## src/verilog/fmul_pkg.sv

```systemverilog
`default_nettype none

package fmul_pkg;

	// Reorder-buffer tag.
	localparam int TAG_WIDTH = 5;

	// IEEE single-precision fields.
	localparam int EXP_WIDTH = 8;
	localparam int MAN_WIDTH = 23;

	// Quiet NaN returned for every invalid product.
	localparam logic [31:0] CANON_NAN = 32'h7fc0_0000;

	// Operand slot in a station entry.
	typedef enum logic {
		OPD_WAIT,
		OPD_READY
	} entry_state_e;

endpackage

`default_nettype wire

```

## src/verilog/fmul_station.sv

```systemverilog
`timescale 1ns/1ps
`default_nettype none

module fmul_station #(
	parameter int RS_DEPTH = 2
) (
	input  wire                            clk,
	input  wire                            reset,
	input  wire                            issue_valid,
	output logic                           issue_ready,
	input  wire [fmul_pkg::TAG_WIDTH-1:0]  issue_tag,
	input  wire                            opa_ready,
	input  wire [fmul_pkg::TAG_WIDTH-1:0]  opa_tag,
	input  wire [31:0]                     opa_data,
	input  wire                            opb_ready,
	input  wire [fmul_pkg::TAG_WIDTH-1:0]  opb_tag,
	input  wire [31:0]                     opb_data,
	input  wire                            cdb_in_valid,
	input  wire [fmul_pkg::TAG_WIDTH-1:0]  cdb_in_tag,
	input  wire [31:0]                     cdb_in_data,
	output logic                           disp_valid,
	input  wire                            disp_ready,
	output logic [fmul_pkg::TAG_WIDTH-1:0] disp_tag,
	output logic [31:0]                    disp_a,
	output logic [31:0]                    disp_b
);
	localparam int CNT_W = $clog2(RS_DEPTH + 1);
	localparam int SEL_W = $clog2(RS_DEPTH);

	// Entries are packed from index 0, oldest first.
	logic [RS_DEPTH-1:0]            ent_valid;
	logic [fmul_pkg::TAG_WIDTH-1:0] ent_tag [RS_DEPTH];
	fmul_pkg::entry_state_e         ent_state [RS_DEPTH][2];
	logic [fmul_pkg::TAG_WIDTH-1:0] ent_otag [RS_DEPTH][2];
	logic [31:0]                    ent_data [RS_DEPTH][2];

	fmul_pkg::entry_state_e         upd_state [RS_DEPTH][2];
	logic [31:0]                    upd_data [RS_DEPTH][2];

	fmul_pkg::entry_state_e         new_state [2];
	logic [fmul_pkg::TAG_WIDTH-1:0] new_otag [2];
	logic [31:0]                    new_data [2];
	logic                           new_rdy [2];

	logic [RS_DEPTH-1:0]            nxt_valid;
	logic [fmul_pkg::TAG_WIDTH-1:0] nxt_tag [RS_DEPTH];
	fmul_pkg::entry_state_e         nxt_state [RS_DEPTH][2];
	logic [fmul_pkg::TAG_WIDTH-1:0] nxt_otag [RS_DEPTH][2];
	logic [31:0]                    nxt_data [RS_DEPTH][2];

	logic [RS_DEPTH-1:0]            ent_rdy;
	logic [SEL_W-1:0]               sel;
	logic [CNT_W-1:0]               vld_count;
	logic [CNT_W-1:0]               cnt_after;
	logic                           dispatch;
	logic                           issue_fire;

	// Incoming instruction, woken by a same-cycle broadcast.
	assign new_otag[0] = opa_tag;
	assign new_otag[1] = opb_tag;
	assign new_rdy[0]  = opa_ready;
	assign new_rdy[1]  = opb_ready;

	always_comb begin
		for (int j = 0; j < 2; j++) begin
			if (new_rdy[j]) begin
				new_state[j] = fmul_pkg::OPD_READY;
				new_data[j]  = (j == 0) ? opa_data : opb_data;
			end else if (cdb_in_valid && cdb_in_tag == new_otag[j]) begin
				new_state[j] = fmul_pkg::OPD_READY;
				new_data[j]  = cdb_in_data;
			end else begin
				new_state[j] = fmul_pkg::OPD_WAIT;
				new_data[j]  = (j == 0) ? opa_data : opb_data;
			end
		end
	end

	// CDB snoop on held entries.
	always_comb begin
		for (int i = 0; i < RS_DEPTH; i++) begin
			for (int j = 0; j < 2; j++) begin
				if (ent_state[i][j] == fmul_pkg::OPD_WAIT && cdb_in_valid &&
						ent_otag[i][j] == cdb_in_tag) begin
					upd_state[i][j] = fmul_pkg::OPD_READY;
					upd_data[i][j]  = cdb_in_data;
				end else begin
					upd_state[i][j] = ent_state[i][j];
					upd_data[i][j]  = ent_data[i][j];
				end
			end
		end
	end

	always_comb begin
		vld_count = '0;
		for (int i = 0; i < RS_DEPTH; i++) begin
			ent_rdy[i] = ent_valid[i] && ent_state[i][0] == fmul_pkg::OPD_READY &&
				ent_state[i][1] == fmul_pkg::OPD_READY;
			vld_count = vld_count + CNT_W'(ent_valid[i]);
		end
	end

	// Lowest ready index wins.
	always_comb begin
		sel = '0;
		for (int i = RS_DEPTH - 1; i >= 0; i--) begin
			if (ent_rdy[i]) begin
				sel = SEL_W'(i);
			end
		end
	end

	assign disp_valid  = |ent_rdy;
	assign disp_tag    = ent_tag[sel];
	assign disp_a      = ent_data[sel][0];
	assign disp_b      = ent_data[sel][1];
	assign dispatch    = disp_valid && disp_ready;
	assign issue_ready = !ent_valid[RS_DEPTH-1] || dispatch;
	assign issue_fire  = issue_valid && issue_ready;

	// Shift down above the sent entry, then append.
	always_comb begin
		int src;
		cnt_after = vld_count - CNT_W'(dispatch);
		for (int i = 0; i < RS_DEPTH; i++) begin
			src = i;
			if (dispatch && i >= int'(sel) && i < RS_DEPTH - 1) begin
				src = i + 1;
			end
			nxt_valid[i] = 1'b0;
			nxt_tag[i]   = ent_tag[i];
			for (int j = 0; j < 2; j++) begin
				nxt_state[i][j] = ent_state[i][j];
				nxt_otag[i][j]  = ent_otag[i][j];
				nxt_data[i][j]  = ent_data[i][j];
			end
			if (CNT_W'(i) < cnt_after) begin
				nxt_valid[i] = 1'b1;
				nxt_tag[i]   = ent_tag[src];
				for (int j = 0; j < 2; j++) begin
					nxt_state[i][j] = upd_state[src][j];
					nxt_otag[i][j]  = ent_otag[src][j];
					nxt_data[i][j]  = upd_data[src][j];
				end
			end else if (CNT_W'(i) == cnt_after && issue_fire) begin
				nxt_valid[i] = 1'b1;
				nxt_tag[i]   = issue_tag;
				for (int j = 0; j < 2; j++) begin
					nxt_state[i][j] = new_state[j];
					nxt_otag[i][j]  = new_otag[j];
					nxt_data[i][j]  = new_data[j];
				end
			end
		end
	end

	always_ff @(posedge clk) begin
		if (reset) begin
			ent_valid <= '0;
		end else begin
			ent_valid <= nxt_valid;
		end
	end

	always_ff @(posedge clk) begin
		ent_tag   <= nxt_tag;
		ent_state <= nxt_state;
		ent_otag  <= nxt_otag;
		ent_data  <= nxt_data;
	end

	// A full station that cannot dispatch keeps its occupancy.
	a_no_overfill: assert property (@(posedge clk) disable iff (reset)
		issue_valid && !issue_ready |=> vld_count == $past(vld_count));

	a_contiguous: assert property (@(posedge clk) disable iff (reset)
		(ent_valid & (ent_valid + 1'b1)) == '0);

endmodule

`default_nettype wire

```

## src/verilog/fmul_pipe.sv

```systemverilog
`timescale 1ns/1ps
`default_nettype none

module fmul_pipe (
	input  wire                            clk,
	input  wire                            reset,
	input  wire                            disp_valid,
	output logic                           disp_ready,
	input  wire [fmul_pkg::TAG_WIDTH-1:0]  disp_tag,
	input  wire [31:0]                     disp_a,
	input  wire [31:0]                     disp_b,
	output logic                           prod_valid,
	input  wire                            prod_ready,
	output logic [fmul_pkg::TAG_WIDTH-1:0] prod_tag,
	output logic [31:0]                    prod_data
);
	localparam int EW = fmul_pkg::EXP_WIDTH;
	localparam int MW = fmul_pkg::MAN_WIDTH;
	localparam int PW = 2 * (MW + 1);
	localparam logic [EW-1:0]          EXP_ALL1 = {EW{1'b1}};
	localparam logic signed [EW+1:0] BIAS     = (1 << (EW - 1)) - 1;
	localparam logic signed [EW+1:0] EXP_ONE  = 1;
	localparam logic signed [EW+1:0] EXP_ZERO = 0;
	localparam logic signed [EW+1:0] EXP_MAX  = (1 << EW) - 1;

	logic                           advance;

	logic [EW-1:0]                  exp_a, exp_b;
	logic [MW-1:0]                  frac_a, frac_b;
	logic                           nan_a, nan_b, inf_a, inf_b, zero_a, zero_b;

	logic                           s1_valid;
	logic [fmul_pkg::TAG_WIDTH-1:0] s1_tag;
	logic                           s1_sign;
	logic signed [EW+1:0]           s1_exp;
	logic [MW:0]                    s1_ma, s1_mb;
	logic                           s1_nan, s1_inf, s1_zero;

	logic                           s2_valid;
	logic [fmul_pkg::TAG_WIDTH-1:0] s2_tag;
	logic                           s2_sign;
	logic signed [EW+1:0]           s2_exp;
	logic [PW-1:0]                  s2_prod;
	logic                           s2_nan, s2_inf, s2_zero;

	logic [MW-1:0]                  norm_man;
	logic signed [EW+1:0]           norm_exp;
	logic                           guard, sticky, round_up;
	logic [MW:0]                    rnd_man;
	logic signed [EW+1:0]           rnd_exp;
	logic [31:0]                    result;

	// Whole pipe freezes on a blocked output.
	assign advance    = !prod_valid || prod_ready;
	assign disp_ready = advance;

	assign exp_a  = disp_a[MW +: EW];
	assign exp_b  = disp_b[MW +: EW];
	assign frac_a = disp_a[MW-1:0];
	assign frac_b = disp_b[MW-1:0];
	assign nan_a  = exp_a == EXP_ALL1 && frac_a != '0;
	assign nan_b  = exp_b == EXP_ALL1 && frac_b != '0;
	assign inf_a  = exp_a == EXP_ALL1 && frac_a == '0;
	assign inf_b  = exp_b == EXP_ALL1 && frac_b == '0;
	// Denormals count as zero.
	assign zero_a = exp_a == '0;
	assign zero_b = exp_b == '0;

	always_ff @(posedge clk) begin
		if (reset) begin
			s1_valid   <= 1'b0;
			s2_valid   <= 1'b0;
			prod_valid <= 1'b0;
		end else if (advance) begin
			s1_valid   <= disp_valid;
			s2_valid   <= s1_valid;
			prod_valid <= s2_valid;
		end
	end

	always_ff @(posedge clk) begin
		if (advance) begin
			s1_tag  <= disp_tag;
			s1_sign <= disp_a[31] ^ disp_b[31];
			s1_exp  <= $signed({2'b00, exp_a}) + $signed({2'b00, exp_b}) - BIAS;
			s1_ma   <= {1'b1, frac_a};
			s1_mb   <= {1'b1, frac_b};
			s1_nan  <= nan_a || nan_b || (inf_a && zero_b) || (inf_b && zero_a);
			s1_inf  <= inf_a || inf_b;
			s1_zero <= zero_a || zero_b;

			s2_tag  <= s1_tag;
			s2_sign <= s1_sign;
			s2_exp  <= s1_exp;
			s2_prod <= s1_ma * s1_mb;
			s2_nan  <= s1_nan;
			s2_inf  <= s1_inf;
			s2_zero <= s1_zero;

			prod_tag  <= s2_tag;
			prod_data <= result;
		end
	end

	// Normalise, then round to nearest even.
	always_comb begin
		if (s2_prod[PW-1]) begin
			norm_man = s2_prod[PW-2 -: MW];
			guard    = s2_prod[PW-2-MW];
			sticky   = |s2_prod[PW-3-MW:0];
			norm_exp = s2_exp + EXP_ONE;
		end else begin
			norm_man = s2_prod[PW-3 -: MW];
			guard    = s2_prod[PW-3-MW];
			sticky   = |s2_prod[PW-4-MW:0];
			norm_exp = s2_exp;
		end
		round_up = guard && (sticky || norm_man[0]);
		rnd_man  = {1'b0, norm_man} + (MW + 1)'(round_up);
		// Mantissa carry bumps the exponent.
		rnd_exp  = rnd_man[MW] ? norm_exp + EXP_ONE : norm_exp;

		if (s2_nan) begin
			result = fmul_pkg::CANON_NAN;
		end else if (s2_inf || rnd_exp >= EXP_MAX) begin
			result = {s2_sign, EXP_ALL1, {MW{1'b0}}};
		end else if (s2_zero || rnd_exp <= EXP_ZERO) begin
			result = {s2_sign, {(EW + MW){1'b0}}};
		end else begin
			result = {s2_sign, rnd_exp[EW-1:0], rnd_man[MW-1:0]};
		end
	end

	a_prod_hold: assert property (@(posedge clk) disable iff (reset)
		prod_valid && !prod_ready |=>
			prod_valid && $stable(prod_tag) && $stable(prod_data));

endmodule

`default_nettype wire

```

## src/verilog/fmul_result_buffer.sv

```systemverilog
`timescale 1ns/1ps
`default_nettype none

module fmul_result_buffer #(
	parameter int RESULT_DEPTH = 2
) (
	input  wire                            clk,
	input  wire                            reset,
	input  wire                            prod_valid,
	output logic                           prod_ready,
	input  wire [fmul_pkg::TAG_WIDTH-1:0]  prod_tag,
	input  wire [31:0]                     prod_data,
	output logic                           res_valid,
	input  wire                            res_ready,
	output logic [fmul_pkg::TAG_WIDTH-1:0] res_tag,
	output logic [31:0]                    res_data
);
	localparam int PTR_W = $clog2(RESULT_DEPTH);
	localparam int CNT_W = $clog2(RESULT_DEPTH + 1);
	localparam logic [PTR_W-1:0] LAST = PTR_W'(RESULT_DEPTH - 1);
	localparam logic [CNT_W-1:0] FULL = CNT_W'(RESULT_DEPTH);

	logic [fmul_pkg::TAG_WIDTH-1:0] mem_tag [RESULT_DEPTH];
	logic [31:0]                    mem_data [RESULT_DEPTH];
	logic [PTR_W-1:0]               wr_ptr;
	logic [PTR_W-1:0]               rd_ptr;
	logic [CNT_W-1:0]               count;
	logic                           wr_en;
	logic                           rd_en;

	assign prod_ready = count != FULL;
	assign res_valid  = count != '0;
	assign res_tag    = mem_tag[rd_ptr];
	assign res_data   = mem_data[rd_ptr];

	assign wr_en = prod_valid && prod_ready;
	assign rd_en = res_valid && res_ready;

	always_ff @(posedge clk) begin
		if (reset) begin
			wr_ptr <= '0;
			rd_ptr <= '0;
			count  <= '0;
		end else begin
			if (wr_en) begin
				wr_ptr <= (wr_ptr == LAST) ? '0 : wr_ptr + 1'b1;
			end
			if (rd_en) begin
				rd_ptr <= (rd_ptr == LAST) ? '0 : rd_ptr + 1'b1;
			end
			// Simultaneous write and read leave the count alone.
			if (wr_en && !rd_en) begin
				count <= count + 1'b1;
			end else if (rd_en && !wr_en) begin
				count <= count - 1'b1;
			end
		end
	end

	always_ff @(posedge clk) begin
		if (wr_en) begin
			mem_tag[wr_ptr]  <= prod_tag;
			mem_data[wr_ptr] <= prod_data;
		end
	end

	a_count_bound: assert property (@(posedge clk) disable iff (reset)
		count <= FULL);

endmodule

`default_nettype wire

```

## src/verilog/fmul_unit.sv

```systemverilog
`timescale 1ns/1ps
`default_nettype none

module fmul_unit #(
	parameter int RS_DEPTH     = 2,
	parameter int RESULT_DEPTH = 2
) (
	input  wire                            clk,
	input  wire                            reset,
	input  wire                            issue_valid,
	output logic                           issue_ready,
	input  wire [fmul_pkg::TAG_WIDTH-1:0]  issue_tag,
	input  wire                            opa_ready,
	input  wire [fmul_pkg::TAG_WIDTH-1:0]  opa_tag,
	input  wire [31:0]                     opa_data,
	input  wire                            opb_ready,
	input  wire [fmul_pkg::TAG_WIDTH-1:0]  opb_tag,
	input  wire [31:0]                     opb_data,
	input  wire                            cdb_in_valid,
	input  wire [fmul_pkg::TAG_WIDTH-1:0]  cdb_in_tag,
	input  wire [31:0]                     cdb_in_data,
	output logic                           res_valid,
	input  wire                            res_ready,
	output logic [fmul_pkg::TAG_WIDTH-1:0] res_tag,
	output logic [31:0]                    res_data
);
	logic                           disp_valid;
	logic                           disp_ready;
	logic [fmul_pkg::TAG_WIDTH-1:0] disp_tag;
	logic [31:0]                    disp_a;
	logic [31:0]                    disp_b;

	logic                           prod_valid;
	logic                           prod_ready;
	logic [fmul_pkg::TAG_WIDTH-1:0] prod_tag;
	logic [31:0]                    prod_data;

	fmul_station #(
		.RS_DEPTH(RS_DEPTH)
	) i_station (
		.clk         (clk),
		.reset       (reset),
		.issue_valid (issue_valid),
		.issue_ready (issue_ready),
		.issue_tag   (issue_tag),
		.opa_ready   (opa_ready),
		.opa_tag     (opa_tag),
		.opa_data    (opa_data),
		.opb_ready   (opb_ready),
		.opb_tag     (opb_tag),
		.opb_data    (opb_data),
		.cdb_in_valid(cdb_in_valid),
		.cdb_in_tag  (cdb_in_tag),
		.cdb_in_data (cdb_in_data),
		.disp_valid  (disp_valid),
		.disp_ready  (disp_ready),
		.disp_tag    (disp_tag),
		.disp_a      (disp_a),
		.disp_b      (disp_b)
	);

	fmul_pipe i_pipe (
		.clk       (clk),
		.reset     (reset),
		.disp_valid(disp_valid),
		.disp_ready(disp_ready),
		.disp_tag  (disp_tag),
		.disp_a    (disp_a),
		.disp_b    (disp_b),
		.prod_valid(prod_valid),
		.prod_ready(prod_ready),
		.prod_tag  (prod_tag),
		.prod_data (prod_data)
	);

	fmul_result_buffer #(
		.RESULT_DEPTH(RESULT_DEPTH)
	) i_result_buffer (
		.clk       (clk),
		.reset     (reset),
		.prod_valid(prod_valid),
		.prod_ready(prod_ready),
		.prod_tag  (prod_tag),
		.prod_data (prod_data),
		.res_valid (res_valid),
		.res_ready (res_ready),
		.res_tag   (res_tag),
		.res_data  (res_data)
	);

endmodule

`default_nettype wire

```

## config.mk

```make
export PLATFORM = sky130hd
export DESIGN_NAME = fmul_unit
export DESIGN_NICKNAME = d
export VERILOG_FILES = /design/src/verilog/fmul_pkg.sv /design/src/verilog/fmul_station.sv /design/src/verilog/fmul_pipe.sv /design/src/verilog/fmul_result_buffer.sv /design/src/verilog/fmul_unit.sv
export SDC_FILE = /design/constraint.sdc
export NUM_CORES = 2
export LEC_CHECK = 0
export ABC_AREA = 1
export BUFFER_PORTS_ARGS = -buffer_cell sky130_fd_sc_hd__buf_2
export CORE_UTILIZATION = 60
export DETAILED_ROUTE_END_ITERATION = 7
export GPL_TIMING_DRIVEN = 0
export PLACE_DENSITY = 0.8
export RECOVER_POWER = 50
export SETUP_SLACK_MARGIN = 0.15
export SYNTH_ARGS = -nofsm -noshare
export SYNTH_HDL_FRONTEND = slang
export SYNTH_SLANG_ARGS = --single-unit
```

## constraint.sdc

```tcl
create_clock -name clk -period 10.25 [get_ports clk]
set_input_delay 1.025 -clock clk [delete_from_list [all_inputs] [get_ports clk]]
set_output_delay 1.025 -clock clk [all_outputs]
set_load 0.02 [all_outputs]
```

==> results.toml <==
[die]
die-area_sq_mm = 0.0671
coreArea_sq_mm = 0.0648
boundaryPins = 162
die_h_um = 259
initial_core_util = 0.611
die_x_um = 259
std_cell_rows = 93

[synthesis]
yosysUniqueCellTypes = 51
ys_ff_latch = 415
synthSimpleGateAreaFrac = 0.158
synth_area_sq_mm = 0.0396
synthXorXnorAreaFrac = 0.0217
synthAdderAreaFrac = 0.304
yosys_warnings = 0
synth_seq_area_share = 0.312
ys_async_sr_fraction = 0
synth_fp_nets = 5300
synthMuxAreaShare = 0.0147
synthCells = 4505
synth.avg_cell_area_sq_um = 8.79
synth_top_family_by_area = "adder cells"
synth_compound_area_frac = 0.0677
synth_top_flop_cell = "edfxtp_1"
synth_edf_count = 405

[timing]
setup_violations = 0
tightest_slew_ns = 1.84
relSlewSlack = -0.225
fmax_mhz = 128
hold_viol = 0
skew_ns = 0.0283
drv_slew = 64
fin_crit_sh = 0.762
rsz0062_at_grt = "no"
fin_crit_ns = 7.81

[final_layout]
final_cell_count_no_fill = 5604
antennaDiodeCount = 0
syn2layout_area_growth_pct = 8.86
nets = 5509
num-fill-cells = 5108
layout-drive-gt1-share = 0.0695

[critical_path]
path_class = "reg2reg"
rr_endpoint = "i_pipe.s2_prod[42]"
r2r-start = "i_pipe.s1_mb[9]"
cp.required_ns = 10.58
ff2ff_path_depth = 25
slowest_delay_ns = 0.78
path_max_fanout = 10
critical_path_arrival_ns = 8.14
critPathSlowestCell = "edfxtp_1"
r2r_setup_slack_ns = 2.44
cp-start-kind = "register"
end_kind = "register"

[hold_path]
whs_path_depth = 0
min-delay-start = "i_pipe.s1_tag[3]"
min_to = "i_pipe.s2_tag[3]"
hold_class = "reg2reg"

[place]
routabilityCongestion = 1.07
hpwl_um = 86100
placed_cells = 5522
port_buffers = 156

[clock_tree]
htree_levels = 2
ctsHoldBuffers = 0
cts_tree = "yes"
cts_resized = 0
clkTransAtPathRegs_ns = 0.06
cts.sinks = 415
clock_latency_ns = 0.59
cts.path.max_buffers = 3
cts_made_buffers = 45
cts-root-buf = "clkbuf_16"
post_cts_buffers = 0

[status]
outcome = "finished with violations"
failed_checks = "max-capacitance violations, max-slew violations"

[drt]
post_drt_wl_per_cell_um = 19.4
ant_nets = 0
drc = 0
vias = 31300
finalWirelength_um = 109000
first_iter_violations = 3147
vias_per_cell = 5.59
dr.pass1.iters = 8

[grt]
grt_pass1_wl_um = 171000
overflow = 0
antenna_found_initial = 0
grt_pass1_vias = 31900
grt_max_degree = 101
grt_usage = 0.334

[run]
maxCapViolations = 2
## cells in the mapped netlist, types with 4 or more instances
master | n | area share
a21o_1 | 4 | 0.00076
a21oi_1 | 146 | 0.018
a31oi_1 | 6 | 0.00095
buf_6 | 8 | 0.0023
clkbuf_1 | 173 | 0.016
dfxtp_1 | 10 | 0.0051
edfxtp_1 | 405 | 0.31
fa_1 | 483 | 0.24
ha_1 | 189 | 0.060
inv_1 | 1069 | 0.10
inv_2 | 8 | 0.00076
mux2_2 | 49 | 0.014
nand2_1 | 1142 | 0.11
nand2_2 | 12 | 0.0019
nand3_1 | 85 | 0.011
nand4_1 | 19 | 0.0030
nor2_1 | 184 | 0.017
nor2_2 | 8 | 0.0013
nor2_4 | 23 | 0.0065
nor3_1 | 16 | 0.0020
nor4_1 | 22 | 0.0035
o211ai_1 | 67 | 0.013
o21a_1 | 8 | 0.0015
o21ai_0 | 205 | 0.026
o21ai_2 | 4 | 0.00088
o21bai_1 | 10 | 0.0019
o22ai_1 | 6 | 0.00095
o31ai_1 | 4 | 0.00076
or2_2 | 4 | 0.00063
xnor2_1 | 32 | 0.0071
xor2_1 | 66 | 0.015
## worst max-delay path by stage
stage / start / to / slack, ns / depth (start not counted)
after floorplan: i_result_buffer.count[1] / i_station.ent_data[100] / 1.77 / 16
after global placement: i_result_buffer.count[1] / i_station.ent_data[102] / -2.41 / 16
after detailed placement: i_pipe.s1_mb[9] / i_pipe.s2_prod[42] / 2.64 / 25
after CTS: i_pipe.s1_mb[9] / i_pipe.s2_prod[42] / 2.64 / 25
after global routing: i_pipe.s1_ma[16] / i_pipe.s2_prod[42] / 2.21 / 25
final: i_pipe.s1_mb[9] / i_pipe.s2_prod[42] / 2.44 / 25
## registers in the layout (all words and copies together), names as in the netlist, 10 cells and up, named ones only
| register | flops |
|---|---|
| i_station.ent_data | 128 |
| i_result_buffer.mem_tag | 10 |
| i_pipe.s1_exp | 10 |
| i_result_buffer.mem_data | 64 |
| i_station.ent_otag | 20 |
| i_station.ent_tag | 10 |
| i_pipe.prod_data | 32 |
| i_pipe.s1_ma | 23 |
| i_pipe.s2_prod | 48 |
| i_pipe.s1_mb | 23 |
| i_pipe.s2_exp | 10 |
## logic make-up (layout without fill, tap and decap cells)
| family | after synthesis | in the layout |
|---|---|---|
| adder cells (fa/ha/maj) | 672 | 672 |
| AND/OR/NAND/NOR | 1528 | 1528 |
| multiplexers | 52 | 52 |
| buffers and inverters | 1266 | 1510 |
| AO/OA/AOI/OAI | 474 | 474 |
| flip-flops | 415 | 415 |
| XOR/XNOR | 98 | 98 |
## cells in the final DEF, fill, tap and decap left out, types with 10 or more instances in the layout
cell type and n:
nand4_1 19, edfxtp_1 405, nor3_1 18, inv_1 1069, o21ai_0 205, nand2_1 1141
mux2_2 47, nor2_4 23, xor2_1 66, o21bai_1 10, clkinv_1 12, a21oi_1 144
dfxtp_1 10, clkbuf_16 45, xnor2_1 32, clkbuf_1 203, o211ai_1 67, nand2_2 12
fa_1 483, nand3_1 85, nor4_1 22, nor2_1 184, buf_2 135, ha_1 189
## layer usage
| metal | routed length (um) | GRT usage | share of wire | up-vias |
|---|---|---|---|---|
| li1 | - | - | - | 14200 |
| met1 | 38000 | 0.405 | 0.35 | 14900 |
| met2 | 51700 | 0.553 | 0.48 | 1780 |
| met3 | 12100 | 0.0744 | 0.11 | 432 |
| met4 | 6910 | 0.185 | 0.064 | 0 |
| met5 | 0 | 0 | 0 | - |
## worst max-delay path, delay by kind of cell, from the launching register on
kind / cells / cell delay (ns)
XOR/XNOR: 1 / 0.15
flip-flops: 1 / 0.78
buffers and inverters: 8 / 1.09
AO/OA/AOI/OAI: 1 / 0.12
adder cells (fa/ha/maj): 8 / 4.07
AND/OR/NAND/NOR: 7 / 1.38
## stage by stage
stage / setup TNS, ns / cell area, sq um / hold slack [ns] / utilization / setup WS [ns]
after floorplan: 0 / 39600 / 0.400 / - / 1.77
after global placement: -161.99 / 41500 / 0.400 / 0.640 / -2.41
after detailed placement: 0 / 41600 / 0.406 / 0.643 / 2.64
after CTS: 0 / 43200 / 0.424 / 0.667 / 2.64
after global routing: 0 / 43100 / 0.432 / 0.665 / 2.21
final: 0 / 43100 / 0.422 / 0.665 / 2.44
## area by class of cell
cell class	instances	area (sq um)	area share
Buffer	186	766	0.0178
Clock buffer	52	1150	0.0267
Clock inverter	30	407	0.00943
Inverter	1080	4060	0.0941
Multi-Input combinational cell	2824	22500	0.521
Sequential cell	415	12400	0.287
Tap cell	855	1070	0.0248
Timing Repair Buffer	162	857	0.0199
Power is left out: the tool's default activity adds up to more than one toggle a clock period on the data nets, which glitch-free logic cannot reach.
